<file path="src/hdl/rv_pkg.sv">
package rv_pkg;

	////////////////////////////////////////////////////////////////////////////
	// major opcodes.
	localparam logic [6:0] op_lui    = 7'b0110111;
	localparam logic [6:0] op_auipc  = 7'b0010111;
	localparam logic [6:0] op_jal    = 7'b1101111;
	localparam logic [6:0] op_jalr   = 7'b1100111;
	localparam logic [6:0] op_branch = 7'b1100011;
	localparam logic [6:0] op_load   = 7'b0000011;
	localparam logic [6:0] op_store  = 7'b0100011;
	localparam logic [6:0] op_opimm  = 7'b0010011;
	localparam logic [6:0] op_op     = 7'b0110011;
	localparam logic [6:0] op_system = 7'b1110011;
	localparam logic [6:0] op_fence  = 7'b0001111;

	////////////////////////////////////////////////////////////////////////////
	// bit positions in the one-hot opcode type.
	localparam int inst_lui   = 0;
	localparam int inst_auipc = 1;
	localparam int inst_jal   = 2;
	localparam int inst_jalr  = 3;
	localparam int inst_beq   = 4;
	localparam int inst_lw    = 5;
	localparam int inst_sw    = 6;
	localparam int inst_addi  = 7;
	localparam int inst_add   = 8;
	localparam int inst_csr   = 9;
	localparam int n_inst     = 10;

	// instruction formats.
	localparam int type_r = 0;
	localparam int type_i = 1;
	localparam int type_s = 2;
	localparam int type_b = 3;
	localparam int type_u = 4;
	localparam int type_j = 5;

	////////////////////////////////////////////////////////////////////////////
	localparam logic [11:0] csr_mstatus = 12'h300;
	localparam logic [11:0] csr_mtvec   = 12'h305;
	localparam logic [11:0] csr_mepc    = 12'h341;
	localparam logic [11:0] csr_mcause  = 12'h342;

	localparam logic [31:0] cause_ecall = 32'd11; // environment call from m-mode.
	localparam logic [31:0] reset_pc    = 32'h8000_0000;

endpackage

</file>
<file path="src/hdl/rv_idu.sv">
`timescale 1ns/100ps

module rv_idu (
	input  logic [31:0]               inst,
	input  logic                      valid,
	output logic [rv_pkg::n_inst-1:0] opcode_type,
	output logic [2:0]                funct3,
	output logic [6:0]                funct7,
	output logic [3:0]                rd,
	output logic [3:0]                rs1,
	output logic [3:0]                rs2,
	output logic [31:0]               imm,
	output logic                      lsu_wen,
	output logic                      lsu_ren,
	output logic                      reg_wen,
	output logic                      csr_enable,
	output logic                      inst_fencei
);

	logic [5:0] fmt;
	logic [6:0] opcode;

	assign opcode = inst[6:0];
	assign rd     = inst[10:7];  // upper register bit ignored, rv32e.
	assign rs1    = inst[18:15];
	assign rs2    = inst[23:20];
	assign funct3 = inst[14:12];
	assign funct7 = inst[31:25];

	////////////////////////////////////////////////////////////////////////////
	assign opcode_type[rv_pkg::inst_lui]   = (opcode == rv_pkg::op_lui);
	assign opcode_type[rv_pkg::inst_auipc] = (opcode == rv_pkg::op_auipc);
	assign opcode_type[rv_pkg::inst_jal]   = (opcode == rv_pkg::op_jal);
	assign opcode_type[rv_pkg::inst_jalr]  = (opcode == rv_pkg::op_jalr);
	assign opcode_type[rv_pkg::inst_beq]   = (opcode == rv_pkg::op_branch);
	assign opcode_type[rv_pkg::inst_lw]    = (opcode == rv_pkg::op_load);
	assign opcode_type[rv_pkg::inst_sw]    = (opcode == rv_pkg::op_store);
	assign opcode_type[rv_pkg::inst_addi]  = (opcode == rv_pkg::op_opimm);
	assign opcode_type[rv_pkg::inst_add]   = (opcode == rv_pkg::op_op);
	assign opcode_type[rv_pkg::inst_csr]   = (opcode == rv_pkg::op_system);
	assign inst_fencei = (opcode == rv_pkg::op_fence);

	assign fmt[rv_pkg::type_r] = opcode_type[rv_pkg::inst_add];
	assign fmt[rv_pkg::type_i] = opcode_type[rv_pkg::inst_jalr] | opcode_type[rv_pkg::inst_lw] |
		opcode_type[rv_pkg::inst_addi] | opcode_type[rv_pkg::inst_csr];
	assign fmt[rv_pkg::type_s] = opcode_type[rv_pkg::inst_sw];
	assign fmt[rv_pkg::type_b] = opcode_type[rv_pkg::inst_beq];
	assign fmt[rv_pkg::type_u] = opcode_type[rv_pkg::inst_lui] | opcode_type[rv_pkg::inst_auipc];
	assign fmt[rv_pkg::type_j] = opcode_type[rv_pkg::inst_jal];

	// sign-extended immediate per format.
	always_comb begin
		if (fmt[rv_pkg::type_i])
			imm = {{20{inst[31]}}, inst[31:20]};
		else if (fmt[rv_pkg::type_u])
			imm = {inst[31:12], 12'b0};
		else if (fmt[rv_pkg::type_s])
			imm = {{20{inst[31]}}, inst[31:25], inst[11:7]};
		else if (fmt[rv_pkg::type_j])
			imm = {{12{inst[31]}}, inst[19:12], inst[20], inst[30:21], 1'b0};
		else if (fmt[rv_pkg::type_b])
			imm = {{20{inst[31]}}, inst[7], inst[30:25], inst[11:8], 1'b0};
		else
			imm = 32'b0;
	end

	////////////////////////////////////////////////////////////////////////////
	assign lsu_ren = opcode_type[rv_pkg::inst_lw] & valid;
	assign lsu_wen = opcode_type[rv_pkg::inst_sw] & valid;

	// ecall and mret write no register. x0 is never a target.
	assign reg_wen = (fmt[rv_pkg::type_i] & ~((funct3 == 3'b0) & opcode_type[rv_pkg::inst_csr]) |
		fmt[rv_pkg::type_u] | fmt[rv_pkg::type_j] | fmt[rv_pkg::type_r]) & (rd != 4'd0);
	assign csr_enable = opcode_type[rv_pkg::inst_csr] & (funct3 != 3'b0);

endmodule

</file>
<file path="src/hdl/rv_regfile.sv">
`timescale 1ns/100ps

module rv_regfile (
	input  logic        clock,
	input  logic        rst,
	input  logic [3:0]  rs1,
	input  logic [3:0]  rs2,
	input  logic [3:0]  rd,
	input  logic        wen,
	input  logic [31:0] wdata,
	output logic [31:0] rdata1,
	output logic [31:0] rdata2
);

	logic [31:0] regs [16];

	always_ff @(posedge clock) begin
		if (rst) begin
			for (int i = 0; i < 16; i++) begin
				regs[i] <= 32'd0;
			end
		end else if (wen && rd != 4'd0) begin
			regs[rd] <= wdata;
		end
	end

	assign rdata1 = (rs1 == 4'd0) ? 32'd0 : regs[rs1];
	assign rdata2 = (rs2 == 4'd0) ? 32'd0 : regs[rs2];

	// decoder drops writes to x0 before they get here.
	assert property (@(posedge clock) disable iff (rst)
		!(wen && rd == 4'd0 && wdata != 32'd0));

endmodule

</file>
<file path="src/hdl/rv_exu.sv">
`timescale 1ns/100ps

module rv_exu (
	input  logic [31:0]               pc,
	input  logic [31:0]               src1,
	input  logic [31:0]               src2,
	input  logic [31:0]               imm,
	input  logic [rv_pkg::n_inst-1:0] opcode_type,
	output logic [31:0]               result,
	output logic [31:0]               mem_addr,
	output logic [31:0]               next_pc
);

	logic [31:0] pc_plus4;
	logic [31:0] pc_imm;
	logic [31:0] src1_imm;
	logic        beq_taken;

	assign pc_plus4 = pc + 32'd4;
	assign pc_imm   = pc + imm;     // auipc, jal and branch target.
	assign src1_imm = src1 + imm;   // addi, jalr and load/store.

	assign mem_addr  = src1_imm;
	assign beq_taken = opcode_type[rv_pkg::inst_beq] && (src1 == src2);

	////////////////////////////////////////////////////////////////////////////
	always_comb begin
		if (opcode_type[rv_pkg::inst_lui])
			result = imm;
		else if (opcode_type[rv_pkg::inst_auipc])
			result = pc_imm;
		else if (opcode_type[rv_pkg::inst_jal] || opcode_type[rv_pkg::inst_jalr])
			result = pc_plus4;  // link address.
		else if (opcode_type[rv_pkg::inst_add])
			result = src1 + src2;
		else
			result = src1_imm;
	end

	always_comb begin
		if (opcode_type[rv_pkg::inst_jal] || beq_taken)
			next_pc = pc_imm;
		else if (opcode_type[rv_pkg::inst_jalr])
			next_pc = {src1_imm[31:1], 1'b0};
		else
			next_pc = pc_plus4;
	end

endmodule

</file>
<file path="src/hdl/rv_csr.sv">
`timescale 1ns/100ps

module rv_csr (
	input  logic        clock,
	input  logic        rst,
	input  logic        commit,
	input  logic        csr_enable,
	input  logic [2:0]  funct3,
	input  logic [6:0]  funct7,
	input  logic [11:0] csr_addr,
	input  logic [31:0] src1,
	input  logic [31:0] pc,
	output logic [31:0] rdata,
	output logic        trap,
	output logic [31:0] trap_pc
);

	logic [31:0] mstatus;
	logic [31:0] mtvec;
	logic [31:0] mepc;
	logic [31:0] mcause;
	logic [31:0] wval;
	logic        is_ecall;
	logic        is_mret;

	always_comb begin
		case (csr_addr)
			rv_pkg::csr_mstatus: rdata = mstatus;
			rv_pkg::csr_mtvec:   rdata = mtvec;
			rv_pkg::csr_mepc:    rdata = mepc;
			rv_pkg::csr_mcause:  rdata = mcause;
			default:             rdata = 32'd0;
		endcase
	end

	assign wval     = funct3[1] ? (rdata | src1) : src1; // csrrs sets, csrrw replaces.
	assign is_ecall = (funct3 == 3'b0) && (funct7 == 7'b0000000);
	assign is_mret  = (funct3 == 3'b0) && (funct7 == 7'b0011000);
	assign trap     = commit & (is_ecall | is_mret);
	assign trap_pc  = is_mret ? mepc : mtvec;

	always_ff @(posedge clock) begin
		if (rst) begin
			mstatus <= 32'd0;
			mtvec   <= 32'd0;
			mepc    <= 32'd0;
			mcause  <= 32'd0;
		end else if (commit && csr_enable) begin
			case (csr_addr)
				rv_pkg::csr_mstatus: mstatus <= wval;
				rv_pkg::csr_mtvec:   mtvec   <= wval;
				rv_pkg::csr_mepc:    mepc    <= wval;
				rv_pkg::csr_mcause:  mcause  <= wval;
				default: ;
			endcase
		end else if (commit && is_ecall) begin
			mepc   <= pc;
			mcause <= rv_pkg::cause_ecall;
		end
	end

endmodule

</file>
<file path="src/hdl/rv_apb_master.sv">
`timescale 1ns/100ps

module rv_apb_master (
	input  logic        clock,
	input  logic        rst,
	input  logic        req,
	input  logic        we,
	input  logic [31:0] addr,
	input  logic [31:0] wdata,
	input  logic [31:0] prdata,
	input  logic        pready,
	output logic        done,
	output logic [31:0] rdata,
	output logic        psel,
	output logic        penable,
	output logic        pwrite,
	output logic [31:0] paddr,
	output logic [31:0] pwdata
);

	typedef enum logic [1:0] {st_idle, st_setup, st_access} state_t;

	state_t state;

	always_ff @(posedge clock) begin
		if (rst) begin
			state <= st_idle;
			done  <= 1'b0;
		end else begin
			done <= 1'b0;
			case (state)
				st_idle:   if (req) state <= st_setup;
				st_setup:  state <= st_access;
				st_access: begin
					if (pready) begin
						state <= st_idle;
						done  <= 1'b1; // one cycle after completion.
					end
				end
				default:   state <= st_idle;
			endcase
		end
	end

	// request held for the whole transfer.
	always_ff @(posedge clock) begin
		if (state == st_idle && req) begin
			pwrite <= we;
			paddr  <= addr;
			pwdata <= wdata;
		end
		if (state == st_access && pready)
			rdata <= prdata;
	end

	assign psel    = (state != st_idle);
	assign penable = (state == st_access);

	////////////////////////////////////////////////////////////////////////////
	assert property (@(posedge clock) disable iff (rst) penable |-> psel);
	assert property (@(posedge clock) disable iff (rst)
		(penable && !pready) |=> $stable(paddr));

endmodule

</file>
<file path="src/hdl/rv_ctrl.sv">
`timescale 1ns/100ps

module rv_ctrl (
	input  logic        clock,
	input  logic        rst,
	input  logic        done,
	input  logic [31:0] rdata,
	input  logic        lsu_wen,
	input  logic        lsu_ren,
	input  logic        reg_wen,
	input  logic        csr_enable,
	input  logic        trap,
	input  logic [31:0] trap_pc,
	input  logic [31:0] next_pc,
	input  logic [31:0] result,
	input  logic [31:0] mem_addr,
	input  logic [31:0] src2,
	input  logic [31:0] csr_rdata,
	output logic        req,
	output logic        we,
	output logic [31:0] addr,
	output logic [31:0] wdata,
	output logic [31:0] pc,
	output logic [31:0] inst,
	output logic        inst_valid,
	output logic        rf_wen,
	output logic [31:0] rf_wdata,
	output logic        commit
);

	typedef enum logic [1:0] {s_fetch, s_exec, s_mem, s_wb} state_t;

	state_t state;

	always_ff @(posedge clock) begin
		if (rst) begin
			state <= s_fetch;
			pc    <= rv_pkg::reset_pc;
		end else begin
			case (state)
				s_fetch: if (done) state <= s_exec;
				s_exec:  state <= (lsu_wen || lsu_ren) ? s_mem : s_wb;
				s_mem:   if (done) state <= s_wb;
				s_wb: begin
					pc    <= trap ? trap_pc : next_pc;
					state <= s_fetch;
				end
				default: state <= s_fetch;
			endcase
		end
	end

	always_ff @(posedge clock) begin
		if (state == s_fetch && done)
			inst <= rdata;
	end

	////////////////////////////////////////////////////////////////////////////
	assign inst_valid = (state != s_fetch);
	assign req   = (state == s_fetch || state == s_mem) && !done; // held until done.
	assign we    = (state == s_mem) && lsu_wen;
	assign addr  = (state == s_mem) ? mem_addr : pc;
	assign wdata = src2;

	// write-back source.
	assign commit   = (state == s_wb);
	assign rf_wen   = commit & reg_wen;
	assign rf_wdata = lsu_ren ? rdata : csr_enable ? csr_rdata : result;

	// a transfer completes only while the sequencer waits for one.
	assert property (@(posedge clock) disable iff (rst)
		done |-> (state == s_fetch || state == s_mem));

endmodule

</file>
<file path="src/hdl/rv_core.sv">
`timescale 1ns/100ps

module rv_core (
	input  logic        clock,
	input  logic        rst,
	input  logic [31:0] prdata,
	input  logic        pready,
	output logic        psel,
	output logic        penable,
	output logic        pwrite,
	output logic [31:0] paddr,
	output logic [31:0] pwdata
);

	logic                      req, we, done, commit, sys_commit;
	logic [31:0]               addr, wdata, bus_rdata;
	logic [31:0]               pc, inst, imm, result, mem_addr, next_pc;
	logic                      inst_valid, rf_wen;
	logic [31:0]               rf_wdata, src1, src2, csr_rdata, trap_pc;
	logic [rv_pkg::n_inst-1:0] opcode_type;
	logic [2:0]                funct3;
	logic [6:0]                funct7;
	logic [3:0]                rd, rs1, rs2;
	logic                      lsu_wen, lsu_ren, reg_wen, csr_enable, trap;

	// only system instructions reach the csr block.
	assign sys_commit = commit & opcode_type[rv_pkg::inst_csr];

	////////////////////////////////////////////////////////////////////////////
	rv_ctrl u_ctrl (
		.clock(clock), .rst(rst), .done(done), .rdata(bus_rdata),
		.lsu_wen(lsu_wen), .lsu_ren(lsu_ren), .reg_wen(reg_wen), .csr_enable(csr_enable),
		.trap(trap), .trap_pc(trap_pc), .next_pc(next_pc), .result(result),
		.mem_addr(mem_addr), .src2(src2), .csr_rdata(csr_rdata),
		.req(req), .we(we), .addr(addr), .wdata(wdata), .pc(pc), .inst(inst),
		.inst_valid(inst_valid), .rf_wen(rf_wen), .rf_wdata(rf_wdata), .commit(commit));

	rv_idu u_idu (
		.inst(inst), .valid(inst_valid), .opcode_type(opcode_type),
		.funct3(funct3), .funct7(funct7), .rd(rd), .rs1(rs1), .rs2(rs2), .imm(imm),
		.lsu_wen(lsu_wen), .lsu_ren(lsu_ren), .reg_wen(reg_wen),
		.csr_enable(csr_enable), .inst_fencei());  // fence.i retires as a no-op.

	rv_regfile u_regfile (
		.clock(clock), .rst(rst), .rs1(rs1), .rs2(rs2), .rd(rd),
		.wen(rf_wen), .wdata(rf_wdata), .rdata1(src1), .rdata2(src2));

	rv_exu u_exu (
		.pc(pc), .src1(src1), .src2(src2), .imm(imm), .opcode_type(opcode_type),
		.result(result), .mem_addr(mem_addr), .next_pc(next_pc));

	rv_csr u_csr (
		.clock(clock), .rst(rst), .commit(sys_commit), .csr_enable(csr_enable),
		.funct3(funct3), .funct7(funct7), .csr_addr(imm[11:0]), .src1(src1), .pc(pc),
		.rdata(csr_rdata), .trap(trap), .trap_pc(trap_pc));

	rv_apb_master u_apb (
		.clock(clock), .rst(rst), .req(req), .we(we), .addr(addr), .wdata(wdata),
		.prdata(prdata), .pready(pready), .done(done), .rdata(bus_rdata),
		.psel(psel), .penable(penable), .pwrite(pwrite), .paddr(paddr), .pwdata(pwdata));

endmodule

</file>
<file path="config.mk">
export PLATFORM = sky130hd
export DESIGN_NAME = rv_core
export DESIGN_NICKNAME = d
export VERILOG_FILES = /design/src/hdl/rv_pkg.sv /design/src/hdl/rv_idu.sv /design/src/hdl/rv_regfile.sv /design/src/hdl/rv_exu.sv /design/src/hdl/rv_csr.sv /design/src/hdl/rv_apb_master.sv /design/src/hdl/rv_ctrl.sv /design/src/hdl/rv_core.sv
export SDC_FILE = /design/constraint.sdc
export NUM_CORES = 2
export LEC_CHECK = 0
export ABC_AREA = 1
export BUFFER_PORTS_ARGS = -buffer_cell sky130_fd_sc_hd__buf_2
export CAP_MARGIN = 20
export CELL_PAD_IN_SITES_DETAIL_PLACEMENT = 1
export CELL_PAD_IN_SITES_GLOBAL_PLACEMENT = 2
export CORE_MARGIN = 2
export CORE_UTILIZATION = 25
export CTS_CLUSTER_DIAMETER = 100
export CTS_CLUSTER_SIZE = 10
export DETAILED_ROUTE_END_ITERATION = 10
export GPL_TIMING_DRIVEN = 0
export PLACE_DENSITY_LB_ADDON = 0.2
export SLEW_MARGIN = 20
export SYNTH_ARGS = -nofsm -noshare
export SYNTH_HDL_FRONTEND = slang
export SYNTH_HIERARCHICAL = 1
export SYNTH_SLANG_ARGS = --single-unit
export TNS_END_PERCENT = 20
</file>
<file path="constraint.sdc">
create_clock -name clock -period 6.6 [get_ports clock]
set_input_delay 0.33 -clock clock [delete_from_list [all_inputs] [get_ports clock]]
set_output_delay 0.33 -clock clock [all_outputs]
set_load 0.02 [all_outputs]
</file>
-- Yosys cells after proc, flatten, opt, wreduce, memory -nomap -nowiden
Memory sizes are Yosys's and may differ from the RTL's. A register that Yosys moved wholly into a read port is not among the register bits.
Index checks and enable logic that the tools add are counted.
- bits in registers: 294
- bits in writable memories: 512
- bits of input ports: 35
- memories: 1
- add/sub/neg operators: 4
- equality and inequality tests: 27
- muxes and demuxes: 44
- bitwise logic cells: 20
- reductions and logical operators: 35
- memories (name ; words ; bits a word ; rd ports ; clocked after Yosys merged registers in ; write ports ; line ; text):
    u_regfile.regs ; 16 ; 32 ; 2 ; 2 ; 16 ; rv_regfile.sv:15 ; logic [31:0] regs [16];
- operators with widths (operator ; number):
    $mux W32 ; 26
    $pmux W32 S4 ; 1
    $add A32 B32 Y32 ; 3
    $eq A12 B10 Y1 const B ; 4
    $add A32 B3 Y32 const B ; 1
    $eq A32 B32 Y1 ; 1
    $or A32 B32 Y32 ; 1
    $reduce_or A32 Y1 ; 1
    $eq A7 B7 Y1 const B ; 4
    $eq A7 B5 Y1 const B ; 3
    $eq A7 B6 Y1 const B ; 3
    $mux W4 ; 3
    $reduce_and A2 Y1 ; 6
    $logic_and A1 B1 Y1 ; 11
    $and A1 B1 Y1 ; 9
    $logic_not A4 Y1 ; 2
    $mux W1 ; 8
    $mux W2 ; 4
    $or A1 B1 Y1 ; 8
    $pmux W2 S4 ; 1
    $eq A7 B2 Y1 const B ; 1
    $logic_not A7 Y1 ; 1
    $eq A2 B2 Y1 const B ; 3
    $ne A2 B1 Y1 const B ; 3
    12 further kinds ; 22

-- Depth between registers and ports, before layout
- word-level depth: 16
- gate-level depth with buffers: 34
- gate-level depth less buffers: 29

-- Hierarchy
The synthesis kept the hierarchy.
- by module, submodules not included (module ; instances ; cells an instance ; area an instance (µm²)):
    rv_regfile ; 1 ; 4064 ; 29931.2
    rv_exu ; 1 ; 2037 ; 9698.1
    rv_csr ; 1 ; 1057 ; 6896.6
    rv_ctrl ; 1 ; 553 ; 4088.9
    rv_apb_master ; 1 ; 116 ; 3051.7
    rv_idu ; 1 ; 249 ; 1167.4
    rv_core ; 1 ; 2 ; 7.5

-- Least setup slack after synthesis
No wires, ideal clock.
- path type: reg2reg
- from: reg u_ctrl.state[0]
- to: reg u_apb.paddr[0] (enable)
- setup time: 0.488 ns
- data arrival time: 3.867 ns
- path slack: 2.245 ns
- cell stages (with the launch flop): 9
- period minus slack after synthesis: 4.355 ns
- cells stage by stage: dfxtp_1 > inv_1 > ha_1 > buf_2 > inv_1 > buf_4 > a21oi_1 > inv_1 > nor2_1
- cells in the longest elaborated chain, start to end: 4
- elaborated cells between the ends (all ways): 5
- classes of those cells: eq/ne (1); reduce/logical (4)
- RTL lines (what ; line ; text):
    from (decl) ; rv_ctrl.sv:33 ; state_t state;
    from (signal assigned) ; rv_ctrl.sv:37 ; state <= s_fetch;
    from (signal assigned) ; rv_ctrl.sv:42 ; s_exec: state <= (lsu_wen || lsu_ren) ? s_mem : s_wb;
    from (signal assigned) ; rv_ctrl.sv:43 ; s_mem: if (done) state <= s_wb;
    $eq A2 B2 Y1 or $logic_not A2 Y1 (tied branches) ; rv_ctrl.sv:60 ; assign req = (state == s_fetch || state == s_mem) && !done;
    $logic_or A1 B1 Y1 * ; rv_ctrl.sv:60 ;
    $logic_and A1 B1 Y1 * ; rv_ctrl.sv:60 ;
    named net req ; rv_core.sv:15 ; logic req, we, done, commit, sys_commit;
    $logic_and A1 B1 Y1 * ; rv_apb_master.sv:47 ; if (state == st_idle && req) begin
    to (signal assigned) ; rv_apb_master.sv:49 ; paddr <= addr;
    to (decl) ; rv_apb_master.sv:17 ; output logic [31:0] paddr,
The timed path passes the listed nets; every way through them passes the cells marked *.
A chain may end at the register's enable or synchronous reset.

==> results.json <==
{
  "outcome": "finished with violations",
  "violations": "setup timing",
  "final_hold_viol_count": 0,
  "fp.dieArea_mm2": 0.223,
  "finalSetupTns_ps": -1680,
  "viasPerCell": 5.07,
  "wl_per_cell_um": 29.5,
  "p_sw_mw": 5.67,
  "syn_area_mm2": 0.0548,
  "grt_overflow": 0,
  "drv_slew": 0,
  "path_class": "flop to flop",
  "final.setup.worst_slack_ps": -141,
  "place_inst": 11100,
  "cp.arrival_ps": 7210,
  "cp_data_required_time_ps": 7070,
  "insertion_delay_ps": 780,
  "stdcell_count": 11292,
  "netSwitchingFraction_pct": 37.1,
  "p_comb_share_pct": 26.5,
  "rsz0062_at_grt": "true",
  "numCtsBuffers": 94,
  "port_buffers": 101,
  "core_mm2": 0.218,
  "dieHeight_um": 472,
  "grt_usage_pct": 29.3,
  "clk_path_buf_depth": 3,
  "rrSetupSlack_ps": -140,
  "hpwl_um": 263000,
  "period_minus_slack_ps": 6740,
  "tightest_slew_ps": 1250,
  "path_max_fanout": 11,
  "area_delta_synth_final_pct": 15.8,
  "antenna_left": 0,
  "p_clk_share_pct": 33.5,
  "drive_gt1_share_pct": 10.3,
  "grt_pass1_wl_um": 455000,
  "synth_area_per_cell_um2": 6.79,
  "final_area_mm2": 0.0635,
  "drt_first_pass_iters": 6,
  "synthCells": 8076,
  "cts.sinks": 806,
  "grt_max_degree": 33,
  "start_util_pct": 25.2,
  "place.gp.congestion": 1.01,
  "dp_slack_ps": -953,
  "critPathLaunch": "u_ctrl/inst[15]",
  "finClkSkew_ps": 61.6,
  "rows": 171,
  "max_cap_violations": 0,
  "p_per_area_mw_per_mm2": 241,
  "nNetsFinal": 8531,
  "r2r-end": "u_regfile/regs[10][4]",
  "drc": 0,
  "setup_viol": 20,
  "crit_path_end_kind": "flop",
  "sequentialPowerShare_pct": 40.1,
  "cp-start-kind": "flop",
  "grt_pass1_vias": 56474,
  "worstSetupEndpoint": "u_regfile/regs[10][4]",
  "power.internal_mw": 9.61,
  "synth_warnings": 6,
  "cts_tree": "yes",
  "hold_path_class": "input pin to flop",
  "max_freq_mhz": 148,
  "vias": 57289,
  "die_w_um": 472,
  "placed_cell_area_mm2": 0.0599,
  "fin_crit_sh_pct": 102,
  "io_pins": 102,
  "hp-start": "rst",
  "reg2reg_depth": 25,
  "drt_iter0_markers": 6014,
  "p_leak_nw": 30.2,
  "vdd_drop_max_mv": 0.187,
  "htreeDepth": 3,
  "path_clk_slew_ps": 60,
  "regToRegStartpoint": "u_ctrl/inst[15]",
  "root_buffer": "clkbuf_16",
  "drt_wl_total_um": 333000,
  "relSlewSlack_pct": 16.8,
  "antenna_found_initial": 41
}
==> layer usage <==
| layer | vias to the layer above | wire [um] | track usage [%] | part of all wire (%) |
|---|---|---|---|---|
| met1 | 28785 | 152000 | 41.2 | 46 |
| met4 | 18 | 13600 | 11.0 | 4.1 |
| met3 | 435 | 24600 | 5.04 | 7.4 |
| li1 | 26019 | - | - | - |
| met5 | - | 115 | 0 | 0.035 |
| met2 | 2032 | 143000 | 44.5 | 43 |
==> worst max-delay path, cell delays in order (launching register included) <==
cell,delay (ps)
edfxtp_1,420
buf_4,130
buf_2,290
buf_2,470
buf_2,520
nand2_1,110
nand3_1,100
nand3_1,100
nand3_1,210
a21oi_2,80
buf_6,200
ha_1,250
fa_1,470
nand3_1,120
nand3_1,170
xnor2_1,380
nand2_1,90
o21ai_0,130
o21ai_0,120
nand3_1,120
nand2_1,180
nand2_1,170
a21oi_1,100
inv_1,520
buf_1,840
nor2_1,140
==> per-stage QoR <==
stage                     utilization, %  total power, mW  hold WS (ps)
after floorplan                        -             8.01           399
after global placement              27.1             9.94           506
after detailed placement            27.5             10.1           509
after CTS                           29.1             15.3         0.808
after global routing                29.2             15.8          76.9
final                               29.2             15.3          63.9
==> what timing repair did <==
item,CTS,global route
buffers inserted,8,11
hold endpoints to repair,34,0
endpoints found under the setup margin,327,281
hold buffers,33,0
gates resized for setup,74,91
==> placed cells by master, fill, tap and decap left out, drive strengths merged, types with 6 or more instances in the layout <==
master       count
conb            32
nor2           756
o211ai          40
clkinv           7
edfxtp         641
xor2            25
nand3b          10
buf            499
nand3         1035
clkinvlp        10
nor4            14
diode           11
xnor2           36
o21bai           7
and2             6
nor3            33
nand2         2596
ha             100
or2             35
a21oi          423
o22ai           10
inv           1275
nand4           18
dlygate4sd3     33
o21ai          318
clkbuf         278
dfxtp          165
==> power by group through the flow <==
stage | Clock, mW | Combinational (mW) | Sequential, mW
2_1_floorplan | 0 | 1.59 | 6.43
3_3_place_gp | 0 | 3.67 | 6.27
3_5_place_dp | 0 | 3.88 | 6.23
4_1_cts | 5.26 | 3.96 | 6.13
5_1_grt | 5.44 | 4.24 | 6.15
6_report | 5.11 | 4.05 | 6.12
==> layout make-up <==
| type | instances | area (um2) |
|---|---|---|
| Fill cell | 26969 | 154000 |
| Multi-Input combinational cell | 5516 | 25500 |
| Sequential cell | 806 | 22600 |
| Inverter | 1282 | 4860 |
| Tap cell | 2854 | 3570 |
| Buffer | 502 | 2720 |
| Clock buffer | 117 | 2470 |
| Timing Repair Buffer | 191 | 1600 |
| Clock inverter | 13 | 260 |
| Antenna cell | 11 | 27.5 |
==> sequential cells by signal, summed over array words and instances (netlist names), 2 cells and up <==
register and cells:
u_csr/mcause 32, u_csr/mtvec 32, u_regfile/regs 512, u_apb/state 2, u_csr/mepc 32, u_apb/pwdata 32
u_csr/mstatus 32, u_apb/rdata 32, u_ctrl/pc 32, u_apb/paddr 32, u_ctrl/state 2, u_ctrl/inst 32
==> worst min path at each step <==
stage                      endpoint  slack, ps  cells past startpoint
CTS                 u_ctrl/state[0]        0.8                      2
finish              u_ctrl/state[0]         60                      2
floorplan           u_ctrl/state[0]        400                      1
global route         u_apb/state[0]         80                      2
detailed placement  u_apb/rdata[30]        510                      1
global placement     u_apb/rdata[0]        510                      1
Power figures use the tool's default switching activity.
